`config.mk`:
```
export PLATFORM = sky130hd
export DESIGN_NAME = fdc_top
export DESIGN_NICKNAME = d
export VERILOG_FILES = /design/src/rtl/fdc_pkg.sv /design/src/rtl/timebase.sv /design/src/rtl/index_period_meter.sv /design/src/rtl/head_stepper.sv /design/src/rtl/sram_address_counter.sv /design/src/rtl/sram_write_fifo.sv /design/src/rtl/sram_write_controller.sv /design/src/rtl/host_register_bus.sv /design/src/rtl/fdc_top.sv
export SDC_FILE = /design/constraint.sdc
export NUM_CORES = 1
export LEC_CHECK = 0
export ABC_AREA = 1
export BUFFER_PORTS_ARGS = -buffer_cell sky130_fd_sc_hd__buf_2
export CORE_MARGIN = 5
export CORE_UTILIZATION = 44
export DETAILED_ROUTE_END_ITERATION = 6
export HOLD_SLACK_MARGIN = 0.02
export PLACE_DENSITY_LB_ADDON = 0.2
export SLEW_MARGIN = 25
export SYNTH_ARGS = -nofsm -noshare
export SYNTH_HDL_FRONTEND = slang
export SYNTH_SLANG_ARGS = --single-unit
export TNS_END_PERCENT = 5
```
`constraint.sdc`:
```
create_clock -name CLK_MASTER -period 2.2 [get_ports CLK_MASTER]
set_input_delay 0.44 -clock CLK_MASTER [delete_from_list [all_inputs] [get_ports CLK_MASTER]]
set_output_delay 0.44 -clock CLK_MASTER [all_outputs]
set_load 0.03 [all_outputs]
```
`src/rtl/fdc_pkg.sv`:
```
package fdc_pkg;

	typedef logic [7:0] byte_t;             // Host bus / SRAM byte
	typedef logic [7:0] reg_addr_t;         // Low byte of register address

	localparam int SRAM_ADDR_W = 19;        // 512K x 8 SRAM
	typedef logic [SRAM_ADDR_W-1:0] sram_addr_t;

	////////////////////////////////
	// Register map

	localparam reg_addr_t REG_SRA_LOW       = 8'h00;
	localparam reg_addr_t REG_SRA_HIGH      = 8'h01;
	localparam reg_addr_t REG_SRA_UPPER     = 8'h02;
	localparam reg_addr_t REG_SRAM_DATA     = 8'h03;
	localparam reg_addr_t REG_DRIVE_CONTROL = 8'h04;   // Write side
	localparam reg_addr_t REG_MCO_TYPE_L    = 8'h04;   // Read side
	localparam reg_addr_t REG_MCO_TYPE_H    = 8'h05;
	localparam reg_addr_t REG_MCO_VER_L     = 8'h06;
	localparam reg_addr_t REG_MCO_VER_H     = 8'h07;
	localparam reg_addr_t REG_STATUS1       = 8'h0E;
	localparam reg_addr_t REG_STATUS2       = 8'h0F;
	localparam reg_addr_t REG_SCRATCH       = 8'h30;
	localparam reg_addr_t REG_SCRATCH_INV   = 8'h31;
	localparam reg_addr_t REG_FIXED_55      = 8'h32;
	localparam reg_addr_t REG_FIXED_AA      = 8'h33;
	localparam reg_addr_t REG_INDEX_HIGH    = 8'h40;
	localparam reg_addr_t REG_INDEX_LOW     = 8'h41;
	localparam reg_addr_t REG_STEP_RATE     = 8'hF0;
	localparam reg_addr_t REG_STEP_CMD      = 8'hFF;

	// Identity words
	localparam logic [15:0] MCO_TYPE    = 16'hDD55;
	localparam logic [15:0] MCO_VERSION = 16'h0024;

	// Memory write controller states
	typedef enum logic [2:0] {
		IDLE,         // Waiting for FIFO data
		OE_OFF,       // SRAM outputs off, FIFO pop
		WRITE,        // WE strobe
		WRITE_END,    // WE released, data held
		INC_ADDR      // Bump address counter
	} mwc_state_t;

endpackage

```
`src/rtl/timebase.sv`:
```
`timescale 1ns/1ps

module timebase #(
	parameter int CLK_MASTER_FREQ = 100_000_000
) (
	input  logic CLK_MASTER,
	input  logic reset,
	output logic cke_250us,
	output logic cke_10us
);

	localparam int DIV_250US = CLK_MASTER_FREQ / 4_000;     // 4 kHz
	localparam int DIV_10US  = CLK_MASTER_FREQ / 100_000;   // 100 kHz
	localparam int W_250US   = $clog2(DIV_250US);
	localparam int W_10US    = $clog2(DIV_10US);

	logic [W_250US-1:0] cnt_250us;
	logic [W_10US-1:0]  cnt_10us;

	always_ff @(posedge CLK_MASTER) begin
		if (reset) begin
			cnt_250us <= '0;
			cnt_10us  <= '0;
		end else begin
			if (cnt_250us == W_250US'(DIV_250US - 1)) cnt_250us <= '0;   // Wrap each tick
			else cnt_250us <= cnt_250us + 1'b1;
			if (cnt_10us == W_10US'(DIV_10US - 1)) cnt_10us <= '0;
			else cnt_10us <= cnt_10us + 1'b1;
		end
	end

	assign cke_250us = (cnt_250us == '0);
	assign cke_10us  = (cnt_10us == '0);

endmodule

```
`src/rtl/index_period_meter.sv`:
```
`timescale 1ns/1ps

module index_period_meter import fdc_pkg::*; (
	input  logic  CLK_MASTER,
	input  logic  reset,
	input  logic  fd_index_in,
	input  logic  cke_10us,
	input  logic  index_high_read,
	output byte_t period_high,
	output byte_t period_low,
	output logic  new_measurement
);

	logic [2:0]  index_sync;   // [1:0] sync, [2] edge history
	logic        index_rise;
	logic [15:0] tick_count;   // Running 10 us count
	logic [15:0] period;       // Last full revolution
	byte_t       low_frozen;

	assign index_rise = index_sync[1] & ~index_sync[2];

	always_ff @(posedge CLK_MASTER) begin
		if (reset) begin
			index_sync      <= '0;
			tick_count      <= '0;
			new_measurement <= 1'b0;
		end else begin
			index_sync <= {index_sync[1:0], fd_index_in};
			if (index_rise) tick_count <= '0;
			else if (cke_10us) tick_count <= tick_count + 16'd1;
			// New edge wins over a read
			if (index_rise) new_measurement <= 1'b1;
			else if (index_high_read) new_measurement <= 1'b0;
		end
	end

	always_ff @(posedge CLK_MASTER) begin
		if (index_rise) period <= tick_count;
		if (index_high_read) low_frozen <= period[7:0];   // Keeps high/low pair coherent
	end

	assign period_high = period[15:8];
	assign period_low  = low_frozen;

endmodule

```
`src/rtl/head_stepper.sv`:
```
`timescale 1ns/1ps

module head_stepper import fdc_pkg::*; (
	input  logic  CLK_MASTER,
	input  logic  reset,
	input  logic  cke_250us,
	input  byte_t step_rate,
	input  logic  step_cmd_strobe,
	input  byte_t step_cmd,
	input  logic  fd_track0_in,
	output logic  fd_step,       // Active low
	output logic  fd_dir,        // 1 = toward track 0
	output logic  stepping,
	output logic  track0_hit
);

	byte_t      rate_count;
	logic       step_clk, step_clk_d;
	logic       step_rise, step_fall;
	logic [1:0] track0_sync;
	logic [6:0] steps_left;

	// Step clock toggles every step_rate+1 ticks
	always_ff @(posedge CLK_MASTER) begin
		if (reset) begin
			rate_count <= '0;
			step_clk   <= 1'b0;
			step_clk_d <= 1'b0;
		end else begin
			step_clk_d <= step_clk;
			if (cke_250us) begin
				if (rate_count != step_rate) begin
					rate_count <= rate_count + 8'd1;
				end else begin
					rate_count <= '0;
					step_clk   <= ~step_clk;
				end
			end
		end
	end

	assign step_rise = step_clk & ~step_clk_d;
	assign step_fall = ~step_clk & step_clk_d;

	always_ff @(posedge CLK_MASTER) begin
		if (reset) begin
			fd_step     <= 1'b1;
			fd_dir      <= 1'b0;
			stepping    <= 1'b0;
			track0_hit  <= 1'b0;
			steps_left  <= '0;
			track0_sync <= '0;
		end else begin
			track0_sync <= {track0_sync[0], fd_track0_in};
			if (!stepping) begin
				if (step_cmd_strobe) begin   // Commands ignored while busy
					fd_dir     <= step_cmd[7];
					steps_left <= step_cmd[6:0];
					stepping   <= (step_cmd[6:0] != 7'd0);
					track0_hit <= 1'b0;
				end
			end else if (step_rise) begin
				if (fd_dir && track0_sync[1]) begin   // Head parked, stop early
					stepping   <= 1'b0;
					track0_hit <= 1'b1;
				end else begin
					fd_step    <= 1'b0;
					steps_left <= steps_left - 7'd1;
				end
			end else if (step_fall) begin
				fd_step <= 1'b1;   // Low for the high half of step_clk
				if (steps_left == 7'd0) stepping <= 1'b0;
			end
		end
	end

	// Direction must hold for the whole step pulse
	assert property (@(posedge CLK_MASTER) disable iff (reset) !fd_step |=> $stable(fd_dir))
		else $error("fd_dir changed during step pulse");

endmodule

```
`src/rtl/sram_address_counter.sv`:
```
`timescale 1ns/1ps

module sram_address_counter import fdc_pkg::*; (
	input  logic       CLK_MASTER,
	input  logic       reset,
	input  logic       load_low,
	input  logic       load_high,
	input  logic       load_upper,
	input  byte_t      load_byte,
	input  logic       wr_advance,   // From memory write FSM
	input  logic       rd_advance,   // From host data read
	output sram_addr_t sram_a,
	output logic       addr_empty,
	output logic       addr_full
);

	always_ff @(posedge CLK_MASTER) begin
		if (reset) begin
			sram_a <= '0;
		end else if (load_low || load_high || load_upper) begin
			if (load_low)   sram_a[7:0]               <= load_byte;
			if (load_high)  sram_a[15:8]              <= load_byte;
			if (load_upper) sram_a[SRAM_ADDR_W-1:16]  <= load_byte[SRAM_ADDR_W-17:0];
		end else if (wr_advance || rd_advance) begin
			sram_a <= sram_a + SRAM_ADDR_W'(1);   // Wraps at top of SRAM
		end
	end

	assign addr_empty = (sram_a == '0);
	assign addr_full  = &sram_a;

	// Write drain and host read never advance together
	assert property (@(posedge CLK_MASTER) disable iff (reset) !(wr_advance && rd_advance))
		else $error("SRAM address advanced by write and read at once");

endmodule

```
`src/rtl/sram_write_fifo.sv`:
```
`timescale 1ns/1ps

module sram_write_fifo import fdc_pkg::*; #(
	parameter int FIFO_DEPTH = 16
) (
	input  logic  CLK_MASTER,
	input  logic  reset,
	input  logic  wr_en,
	input  byte_t wr_data,
	input  logic  rd_en,
	output byte_t rd_data,     // Valid the cycle after rd_en
	output logic  empty,
	output logic  full
);

	localparam int PTR_W = $clog2(FIFO_DEPTH);

	byte_t            mem [FIFO_DEPTH];
	logic [PTR_W-1:0] wr_ptr, rd_ptr;
	logic [PTR_W:0]   count;
	logic             do_wr, do_rd;

	assign do_wr = wr_en && !full;    // Overflow byte dropped
	assign do_rd = rd_en && !empty;

	always_ff @(posedge CLK_MASTER) begin
		if (reset) begin
			wr_ptr <= '0;
			rd_ptr <= '0;
			count  <= '0;
		end else begin
			if (do_wr) wr_ptr <= (wr_ptr == PTR_W'(FIFO_DEPTH - 1)) ? '0 : wr_ptr + 1'b1;
			if (do_rd) rd_ptr <= (rd_ptr == PTR_W'(FIFO_DEPTH - 1)) ? '0 : rd_ptr + 1'b1;
			case ({do_wr, do_rd})
				2'b10:   count <= count + 1'b1;
				2'b01:   count <= count - 1'b1;
				default: count <= count;
			endcase
		end
	end

	always_ff @(posedge CLK_MASTER) begin
		if (do_wr) mem[wr_ptr] <= wr_data;
		if (do_rd) rd_data <= mem[rd_ptr];
	end

	assign empty = (count == '0);
	assign full  = (count == (PTR_W + 1)'(FIFO_DEPTH));

	// Host pacing must keep up with the drain FSM
	assert property (@(posedge CLK_MASTER) disable iff (reset) wr_en |-> !full)
		else $error("SRAM write FIFO overflow, byte lost");
	assert property (@(posedge CLK_MASTER) disable iff (reset) rd_en |-> !empty)
		else $error("SRAM write FIFO read while empty");

endmodule

```
`src/rtl/sram_write_controller.sv`:
```
`timescale 1ns/1ps

module sram_write_controller import fdc_pkg::*; #(
	parameter int FIFO_DEPTH = 16
) (
	input  logic  CLK_MASTER,
	input  logic  reset,
	input  logic  wr_data_strobe,
	input  byte_t wr_byte,
	output logic  sram_we_n,
	output logic  sram_oe_n,
	output byte_t sram_dq_out,
	output logic  wr_advance,
	output logic  fifo_empty
);

	mwc_state_t state;
	logic       fifo_rd;

	sram_write_fifo #(
		.FIFO_DEPTH(FIFO_DEPTH)
	) sram_write_fifo_i (
		.CLK_MASTER(CLK_MASTER),
		.reset(reset),
		.wr_en(wr_data_strobe),
		.wr_data(wr_byte),
		.rd_en(fifo_rd),
		.rd_data(sram_dq_out),   // Straight onto SRAM bus
		.empty(fifo_empty),
		.full()
	);

	////////////////////////////////
	// Write sequence, 5 cycles per byte

	always_ff @(posedge CLK_MASTER) begin
		if (reset) begin
			state <= IDLE;
		end else begin
			case (state)
				IDLE:      if (!fifo_empty) state <= OE_OFF;
				OE_OFF:    state <= WRITE;       // Bus turnaround, FIFO pop
				WRITE:     state <= WRITE_END;
				WRITE_END: state <= INC_ADDR;    // Hold data past WE rise
				INC_ADDR:  state <= IDLE;
				default:   state <= IDLE;
			endcase
		end
	end

	assign fifo_rd    = (state == OE_OFF);
	assign sram_oe_n  = (state != IDLE);     // SRAM drives bus only when idle
	assign sram_we_n  = (state != WRITE);
	assign wr_advance = (state == INC_ADDR);

	// WE only after a full cycle with SRAM outputs off
	assert property (@(posedge CLK_MASTER) disable iff (reset)
		!sram_we_n |-> sram_oe_n && $past(sram_oe_n))
		else $error("SRAM write without output turnaround");

endmodule

```
`src/rtl/host_register_bus.sv`:
```
`timescale 1ns/1ps

module host_register_bus import fdc_pkg::*; (
	input  logic       CLK_MASTER,
	input  logic       reset,
	// Host bus
	input  byte_t      mcu_pmd_in,
	output byte_t      mcu_pmd_out,
	input  logic       mcu_pmalh,
	input  logic       mcu_pmall,
	input  logic       mcu_pmrd,
	input  logic       mcu_pmwr,
	// Raw drive status
	input  logic       fd_index_in,
	input  logic       fd_track0_in,
	input  logic       fd_wrprot_in,
	input  logic       fd_rdy_dchg_in,
	input  logic       fd_dens_in,
	// Drive control outputs, active low
	output logic       fd_dens_out,
	output logic       fd_inuse,
	output logic [3:0] fd_drvsel,
	output logic       fd_moten,
	output logic       fd_sidesel,
	// SRAM side
	input  byte_t      sram_dq_in,
	output logic       wr_data_strobe,
	output byte_t      wr_byte,
	output logic       load_low,
	output logic       load_high,
	output logic       load_upper,
	output byte_t      load_byte,
	output logic       rd_advance,
	// Stepper side
	output logic       step_cmd_strobe,
	output byte_t      step_cmd,
	output byte_t      step_rate,
	// Index meter side
	output logic       index_high_read,
	// Status
	input  logic       new_measurement,
	input  byte_t      period_high,
	input  byte_t      period_low,
	input  logic       stepping,
	input  logic       track0_hit,
	input  sram_addr_t sram_a,
	input  logic       addr_empty,
	input  logic       addr_full,
	input  logic       fifo_empty
);

	byte_t      addr_high;        // Page byte, registers live in page 0
	reg_addr_t  addr_low;
	logic       page0;
	logic [2:0] wr_sync, rd_sync; // Two sync stages plus edge history
	logic       wr_pulse, rd_pulse;
	logic       wr_hit, rd_hit;
	logic       data_read_busy;
	byte_t      drive_control;
	byte_t      scratch;
	byte_t      sram_dq_lat;      // Held while host reads SRAM data

	////////////////////////////////
	// Address latch and strobes

	always_ff @(posedge CLK_MASTER) begin
		if (reset) begin
			addr_high <= '0;
			addr_low  <= '0;
			wr_sync   <= '0;
			rd_sync   <= '0;
		end else begin
			if (mcu_pmalh) addr_high <= mcu_pmd_in;
			if (mcu_pmall) addr_low  <= mcu_pmd_in;
			wr_sync <= {wr_sync[1:0], mcu_pmwr};
			rd_sync <= {rd_sync[1:0], mcu_pmrd};
		end
	end

	assign page0    = (addr_high == 8'h00);
	assign wr_pulse = wr_sync[1] & ~wr_sync[2];   // Two clocks after rise
	assign rd_pulse = rd_sync[1] & ~rd_sync[2];
	assign wr_hit   = wr_pulse & page0;
	assign rd_hit   = rd_pulse & page0;

	// Write strobes to other blocks
	assign wr_data_strobe  = wr_hit && (addr_low == REG_SRAM_DATA);
	assign load_low        = wr_hit && (addr_low == REG_SRA_LOW);
	assign load_high       = wr_hit && (addr_low == REG_SRA_HIGH);
	assign load_upper      = wr_hit && (addr_low == REG_SRA_UPPER);
	assign step_cmd_strobe = wr_hit && (addr_low == REG_STEP_CMD);
	assign index_high_read = rd_hit && (addr_low == REG_INDEX_HIGH);
	assign wr_byte   = mcu_pmd_in;
	assign load_byte = mcu_pmd_in;
	assign step_cmd  = mcu_pmd_in;

	////////////////////////////////
	// Local registers

	always_ff @(posedge CLK_MASTER) begin
		if (reset) begin
			drive_control <= '0;   // All drive lines inactive
			step_rate     <= '0;
			rd_advance    <= 1'b0;
		end else begin
			if (wr_hit && (addr_low == REG_DRIVE_CONTROL)) drive_control <= mcu_pmd_in;
			if (wr_hit && (addr_low == REG_STEP_RATE))     step_rate     <= mcu_pmd_in;
			rd_advance <= rd_hit && (addr_low == REG_SRAM_DATA);  // After the read pulse
		end
	end

	// Freeze SRAM byte for the whole host read
	assign data_read_busy = page0 && (addr_low == REG_SRAM_DATA) && (rd_sync[0] || rd_sync[1]);

	always_ff @(posedge CLK_MASTER) begin
		if (wr_hit && (addr_low == REG_SCRATCH)) scratch <= mcu_pmd_in;
		if (!data_read_busy) sram_dq_lat <= sram_dq_in;
	end

	// Drive outputs, inverted
	assign fd_dens_out = ~drive_control[0];
	assign fd_inuse    = ~drive_control[1];
	assign fd_drvsel   = ~drive_control[5:2];
	assign fd_moten    = ~drive_control[6];
	assign fd_sidesel  = ~drive_control[7];

	////////////////////////////////
	// Readback

	always_comb begin
		mcu_pmd_out = 8'h00;   // Unmapped reads as zero
		if (page0) begin
			case (addr_low)
				REG_SRA_LOW:     mcu_pmd_out = sram_a[7:0];
				REG_SRA_HIGH:    mcu_pmd_out = sram_a[15:8];
				REG_SRA_UPPER:   mcu_pmd_out = {5'b00000, sram_a[18:16]};
				REG_SRAM_DATA:   mcu_pmd_out = sram_dq_lat;
				REG_MCO_TYPE_L:  mcu_pmd_out = MCO_TYPE[7:0];
				REG_MCO_TYPE_H:  mcu_pmd_out = MCO_TYPE[15:8];
				REG_MCO_VER_L:   mcu_pmd_out = MCO_VERSION[7:0];
				REG_MCO_VER_H:   mcu_pmd_out = MCO_VERSION[15:8];
				REG_STATUS1:     mcu_pmd_out = {3'b000, track0_hit, new_measurement,
					2'b00, ~fifo_empty};   // Bit 0 write pending
				REG_STATUS2:     mcu_pmd_out = {fd_index_in, fd_track0_in, fd_wrprot_in,
					fd_rdy_dchg_in, fd_dens_in, stepping, addr_empty, addr_full};
				REG_SCRATCH:     mcu_pmd_out = scratch;
				REG_SCRATCH_INV: mcu_pmd_out = ~scratch;
				REG_FIXED_55:    mcu_pmd_out = 8'h55;
				REG_FIXED_AA:    mcu_pmd_out = 8'hAA;
				REG_INDEX_HIGH:  mcu_pmd_out = period_high;
				REG_INDEX_LOW:   mcu_pmd_out = period_low;   // Frozen at high read
				default:         mcu_pmd_out = 8'h00;
			endcase
		end
	end

endmodule

```
`src/rtl/fdc_top.sv`:
```
`timescale 1ns/1ps

module fdc_top import fdc_pkg::*; #(
	parameter int CLK_MASTER_FREQ = 100_000_000,   // Master clock in Hz
	parameter int FIFO_DEPTH      = 16             // SRAM write FIFO entries
) (
	input  logic       CLK_MASTER,
	input  logic       reset,
	// Microcontroller register bus
	input  byte_t      mcu_pmd_in,
	output byte_t      mcu_pmd_out,
	input  logic       mcu_pmalh,
	input  logic       mcu_pmall,
	input  logic       mcu_pmrd,
	input  logic       mcu_pmwr,
	// SRAM
	output sram_addr_t sram_a,
	input  byte_t      sram_dq_in,
	output byte_t      sram_dq_out,
	output logic       sram_we_n,
	output logic       sram_oe_n,
	// Floppy drive
	output logic       fd_dens_out,
	output logic       fd_inuse,
	output logic [3:0] fd_drvsel,
	output logic       fd_moten,
	output logic       fd_sidesel,
	output logic       fd_dir,
	output logic       fd_step,
	input  logic       fd_index_in,
	input  logic       fd_track0_in,
	input  logic       fd_wrprot_in,
	input  logic       fd_rdy_dchg_in,
	input  logic       fd_dens_in
);

	////////////////////////////////
	// Internal nets

	logic  cke_250us, cke_10us;                   // Timebase enables
	logic  wr_data_strobe;                        // Host write to SRAM data
	byte_t wr_byte;
	logic  load_low, load_high, load_upper;       // Address byte loads
	byte_t load_byte;
	logic  wr_advance, rd_advance;                // Address increments
	logic  addr_empty, addr_full;
	logic  fifo_empty;
	logic  step_cmd_strobe;
	byte_t step_cmd, step_rate;
	logic  stepping, track0_hit;
	logic  index_high_read, new_measurement;
	byte_t period_high, period_low;

	host_register_bus host_register_bus_i (.*);

	timebase #(
		.CLK_MASTER_FREQ(CLK_MASTER_FREQ)
	) timebase_i (.*);

	index_period_meter index_period_meter_i (.*);

	head_stepper head_stepper_i (.*);

	sram_address_counter sram_address_counter_i (.*);

	sram_write_controller #(
		.FIFO_DEPTH(FIFO_DEPTH)
	) sram_write_controller_i (.*);

endmodule

```
==> results.txt <==
* Result of the run: finished with violations
- The checks that failed: negative setup slack.
- The routed design could run at a clock period as short as 2.59 ns.
- Setup slack on the critical path of the routed design comes to -0.390 ns.
- Distinct cell type count of the synthesized netlist: 52
- Setup violations remaining at the end of the flow were counted as 10.
- The number of hold violations in the final report was 0.
* Fmax: 386 MHz
* Die outline area: 36,900 um^2
* Warning count from the yosys run: 0
- Critical path, cell by cell: inv_1 -> nor2_2 -> nand2_2 -> inv_2 -> buf_12 -> nand3_1 -> o21ai_1 -> nor2_1 -> nand3_1 -> nor2_2 -> nor2_2 -> buf_6
- Number of detailed-routing iterations run before antenna repair: 5
- Die height: 192 um
- Placer Congestion: around 0.93
* Number of instances in the synthesized netlist: 1,680
* Basic-gate share of the synthesized area counting and, or, nand and nor cells: 24.5%
* Filler cell count: 3,013
* GR Util All Layers: 20.0%
- Sequential fraction of the synthesis area: 55.8%
- Once the floorplan was initialized, standard cells occupied between 40% and 50% of the core.
- Slew at the pin with the worst max-slew slack: 0.877 ns
- The tightest min-delay check is of the in -> reg type.
- Skew-Pair Late Insertion Delay: 0.52 ns
* Initial antenna violation count: 1
* Clk buf depth: 3
* Initial DRC Count: 722
- Via count of the first global-routing pass: 11,498
* Critical path arrival: 2.15 ns
- In the finished design, the share of the clock period the worst path needs comes to 118%.
- Number of nets in the synthesized netlist: 1,725
- Setup total negative slack on the finished layout was measured at -3.01 ns.
- The first global-routing pass estimated 59.4 mm of wire.
- In this run the static leakage power is 7.11 nW.
* Cell area after synthesis: between 10,000 and 15,000 um^2
- Of all nets on the critical path, the largest fanout is 8.
- Counting flops with a built-in enable in the synthesized netlist gives 176.
- Die Wd: 192 um
- Max-cap check violation count: 0
* DR vias: 11,877
- Final Routed Wirelength: 36.9 mm
- Pin count of the biggest net entering global routing: 60
- The largest individual stage delay along the critical path comes from the cell sky130_fd_sc_hd__dfxtp_2.
- Antenna diodes: 0
* I/O pin total: 74
- Maximum resistive drop on vdd: approximately 0.44 mV
* Post-synthesis mux area share: 0%
* DP Wirelength: 25.6 mm
* Main combinational cell family by area after synthesis: simple AND/OR/NAND/NOR gates
* Final nets: 1,885
* Number of register bits inferred by synthesis: 318
* Root buffer cell: sky130_fd_sc_hd__clkbuf_16
- In this run, CTS created clock tree buffers numbering 36.
- Core box area: 32,600 um^2
- Dominant cell type by count on the critical path: sky130_fd_sc_hd__nor2_2
* Worst-case headroom to the max-slew limit: 41.3%
- The worst setup path is captured at a primary output.
- Final Max Tran Viols: 0
* H-tree levels: 2
- Number of buffers inserted for hold repair after clock tree synthesis: 0
* Via density per instance: 5.14
- A synthesized cell averages 8.68 um^2.
- Summing all multi-input logic gate instances after layout gives 5860 um^2.
* Post-route ant nets: 0
* WL per Instance: 16.0 um
* TritonCTS clock tree: yes
- Overflow left after global routing: 0
* Longest individual stage delay on the worst path: 0.36 ns
- Register area: 8150 um^2
* Xor/xnor cell area share of the yosys netlist: between 2 and 2.5%
- Sum of internal, switching and leakage power: about 13 mW
* Setup clock skew after layout: ~0.023 ns
* Startpoint type of the worst setup path: flop
- Unrepaired setup endpoints after global routing: true
* Adder-cell share of the synthesized area: 1.55%
- Count of buffers inserted at the top-level ports: 73
- The clock drives 318 sinks.
* Primary FF master, synth: sky130_fd_sc_hd__edfxtp_1
- At the end of the flow the core is filled with cells to 54.0%.
- Complex-gate fraction of the synthesized area: 10.3%
* Total power per unit cell area: about 740 nW/um^2
- STA puts the critical path data required time at 1.76 ns.
* Clock slew at reported path FFs: 0.06 ns
* Setup CP Type: reg -> out
- Of all flip-flops after synthesis, the portion carrying an async set or reset was 0%.
- Post-route DRC: 0
- Site Rows: 66
* Layout Area Growth over Synthesis: 20.9%
* Fraction of layout instances using a drive strength above 1: 17.6%
==> critical path, delay by kind of cell (launching register included) <==
family / cells / cell delay, ns
AND/OR/NAND/NOR: 7 / 0.72
buffers and inverters: 4 / 0.47
flip-flops: 1 / 0.36
AO/OA/AOI/OAI: 1 / 0.09
==> flip-flops by register name, summed over array words and instances, names as in the netlist, 4 cells and up <==
name and cells:
host_register_bus_i.sram_dq_lat 8, sram_address_counter_i.sram_a 19, sram_write_controller_i.sram_write_fifo_i.rd_ptr 4, head_stepper_i.rate_count 8, index_period_meter_i.period 16, index_period_meter_i.tick_count 16, host_register_bus_i.addr_low 8, host_register_bus_i.scratch 8
sram_write_controller_i.sram_write_fifo_i.mem 128, sram_write_controller_i.sram_write_fifo_i.rd_data 8, sram_write_controller_i.sram_write_fifo_i.wr_ptr 4, host_register_bus_i.drive_control 8, head_stepper_i.steps_left 7, sram_write_controller_i.sram_write_fifo_i.count 5, host_register_bus_i.addr_high 8, timebase_i.cnt_10us 10
timebase_i.cnt_250us 15, host_register_bus_i.step_rate 8, index_period_meter_i.period_low 8
==> layer usage <==
metal  vias to the layer above  global-route usage [%]  part of all wire (%)
met5                         -                       0                 0.035
met4                         2                    6.25                   2.9
met3                        77                    3.42                   5.4
met2                       283                    33.8                    48
met1                      5578                    26.3                    44
li1                       5937                       -                     -
==> layout by cell type, fill, tap and decap left out, drive strengths merged, types with 18 or more instances in the layout <==
| master | n |
|---|---|
| nor2 | 336 |
| nand2 | 320 |
| edfxtp | 176 |
| buf | 170 |
| inv | 167 |
| dfxtp | 142 |
| o21ai | 128 |
| nand3 | 96 |
| a21oi | 80 |
| clkbuf | 47 |
| nor3 | 35 |
| xor2 | 33 |
| nand4 | 27 |
| o211ai | 20 |
| ha | 18 |
==> per-stage QoR <==
step                      hold WS, ns  setup slack (ns)  cells  area, um^2
final                           0.103            -0.390   2309       17600
after floorplan                 0.388            -0.113   1680       14600
after global routing           0.0768            -0.504   2309       17600
after global placement          0.390          -0.00800   2237       16000
after CTS                      0.0741            -0.393   2304       17400
after detailed placement        0.395           -0.0708   2237       16000
==> cell usage after synthesis (3+ instances only) <==
master / instances / share of area [%]
sky130_fd_sc_hd__nor2_1: 324 / 8.3
sky130_fd_sc_hd__nand4_1: 27 / 1.2
sky130_fd_sc_hd__buf_6: 3 / 0.23
sky130_fd_sc_hd__inv_1: 160 / 4.1
sky130_fd_sc_hd__inv_2: 4 / 0.10
sky130_fd_sc_hd__clkbuf_1: 35 / 0.90
sky130_fd_sc_hd__nand3b_1: 4 / 0.21
sky130_fd_sc_hd__o32ai_1: 16 / 0.96
sky130_fd_sc_hd__xnor2_1: 3 / 0.18
sky130_fd_sc_hd__o21ai_0: 123 / 4.2
sky130_fd_sc_hd__buf_1: 4 / 0.10
sky130_fd_sc_hd__xor2_1: 33 / 2.0
sky130_fd_sc_hd__nor3b_1: 7 / 0.36
sky130_fd_sc_hd__edfxtp_1: 176 / 36
sky130_fd_sc_hd__o211ai_1: 20 / 1.0
sky130_fd_sc_hd__nor4_1: 5 / 0.21
sky130_fd_sc_hd__nor2_4: 5 / 0.39
sky130_fd_sc_hd__nand3_1: 93 / 3.2
sky130_fd_sc_hd__nand2_1: 315 / 8.1
sky130_fd_sc_hd__o21ai_2: 3 / 0.18
sky130_fd_sc_hd__nor2_2: 5 / 0.21
sky130_fd_sc_hd__nand2_2: 4 / 0.17
sky130_fd_sc_hd__ha_1: 18 / 1.5
sky130_fd_sc_hd__o2111ai_1: 3 / 0.18
sky130_fd_sc_hd__dfxtp_1: 142 / 20
sky130_fd_sc_hd__a21oi_1: 79 / 2.7
sky130_fd_sc_hd__buf_2: 5 / 0.17
sky130_fd_sc_hd__nor3_1: 33 / 1.1
==> repair_timing <==
| item | 4_1_cts | 5_1_grt |
|---|---|---|
| resized for setup | 50 | 58 |
| setup buffers | 2 | 5 |
| pin swaps | 8 | 19 |
| hold endpoints to repair | 0 | 0 |
| setup endpoints to repair | 9 | 11 |
==> final timing paths <==
check                                                         from                            endpoint  slack [ns]  cells past startpoint
worst max-delay path               host_register_bus_i.addr_low[0]                      mcu_pmd_out[0]       -0.39                     12
worst max register to register     host_register_bus_i.addr_low[3]                                flop       -0.18                     17
worst min-delay path                                 sram_dq_in[6]  host_register_bus_i.sram_dq_lat[6]        0.10                      1
worst min register to register  index_period_meter_i.index_sync[0]  index_period_meter_i.index_sync[1]        0.40                      2
==> where the power goes <==
group | switching (mW) | internal, mW | total (mW)
logic | 0.416 | 0.214 | 0.630
registers | 0.0500 | 6.33 | 6.38
clock network | 2.35 | 3.73 | 6.07
total | 2.81 | 10.3 | 13.1
==> cell type report <==
type / count / share of cell area (%)
Multi-Input combinational cell: 1148 / 33.2
Clock inverter: 18 / 1.30
Inverter: 166 / 3.56
Tap cell: 442 / 3.14
Clock buffer: 47 / 5.52
Sequential cell: 318 / 46.2
Timing Repair Buffer: 170 / 7.01
==> kinds of logic after synthesis <==
kind of cell | count (synthesis)
buffers and inverters | 214
AO/OA/AOI/OAI | 260
adder cells (fa/ha/maj) | 18
flip-flops | 318
XOR/XNOR | 36
AND/OR/NAND/NOR | 834
No activity file was read; power rests on OpenSTA's default activity.
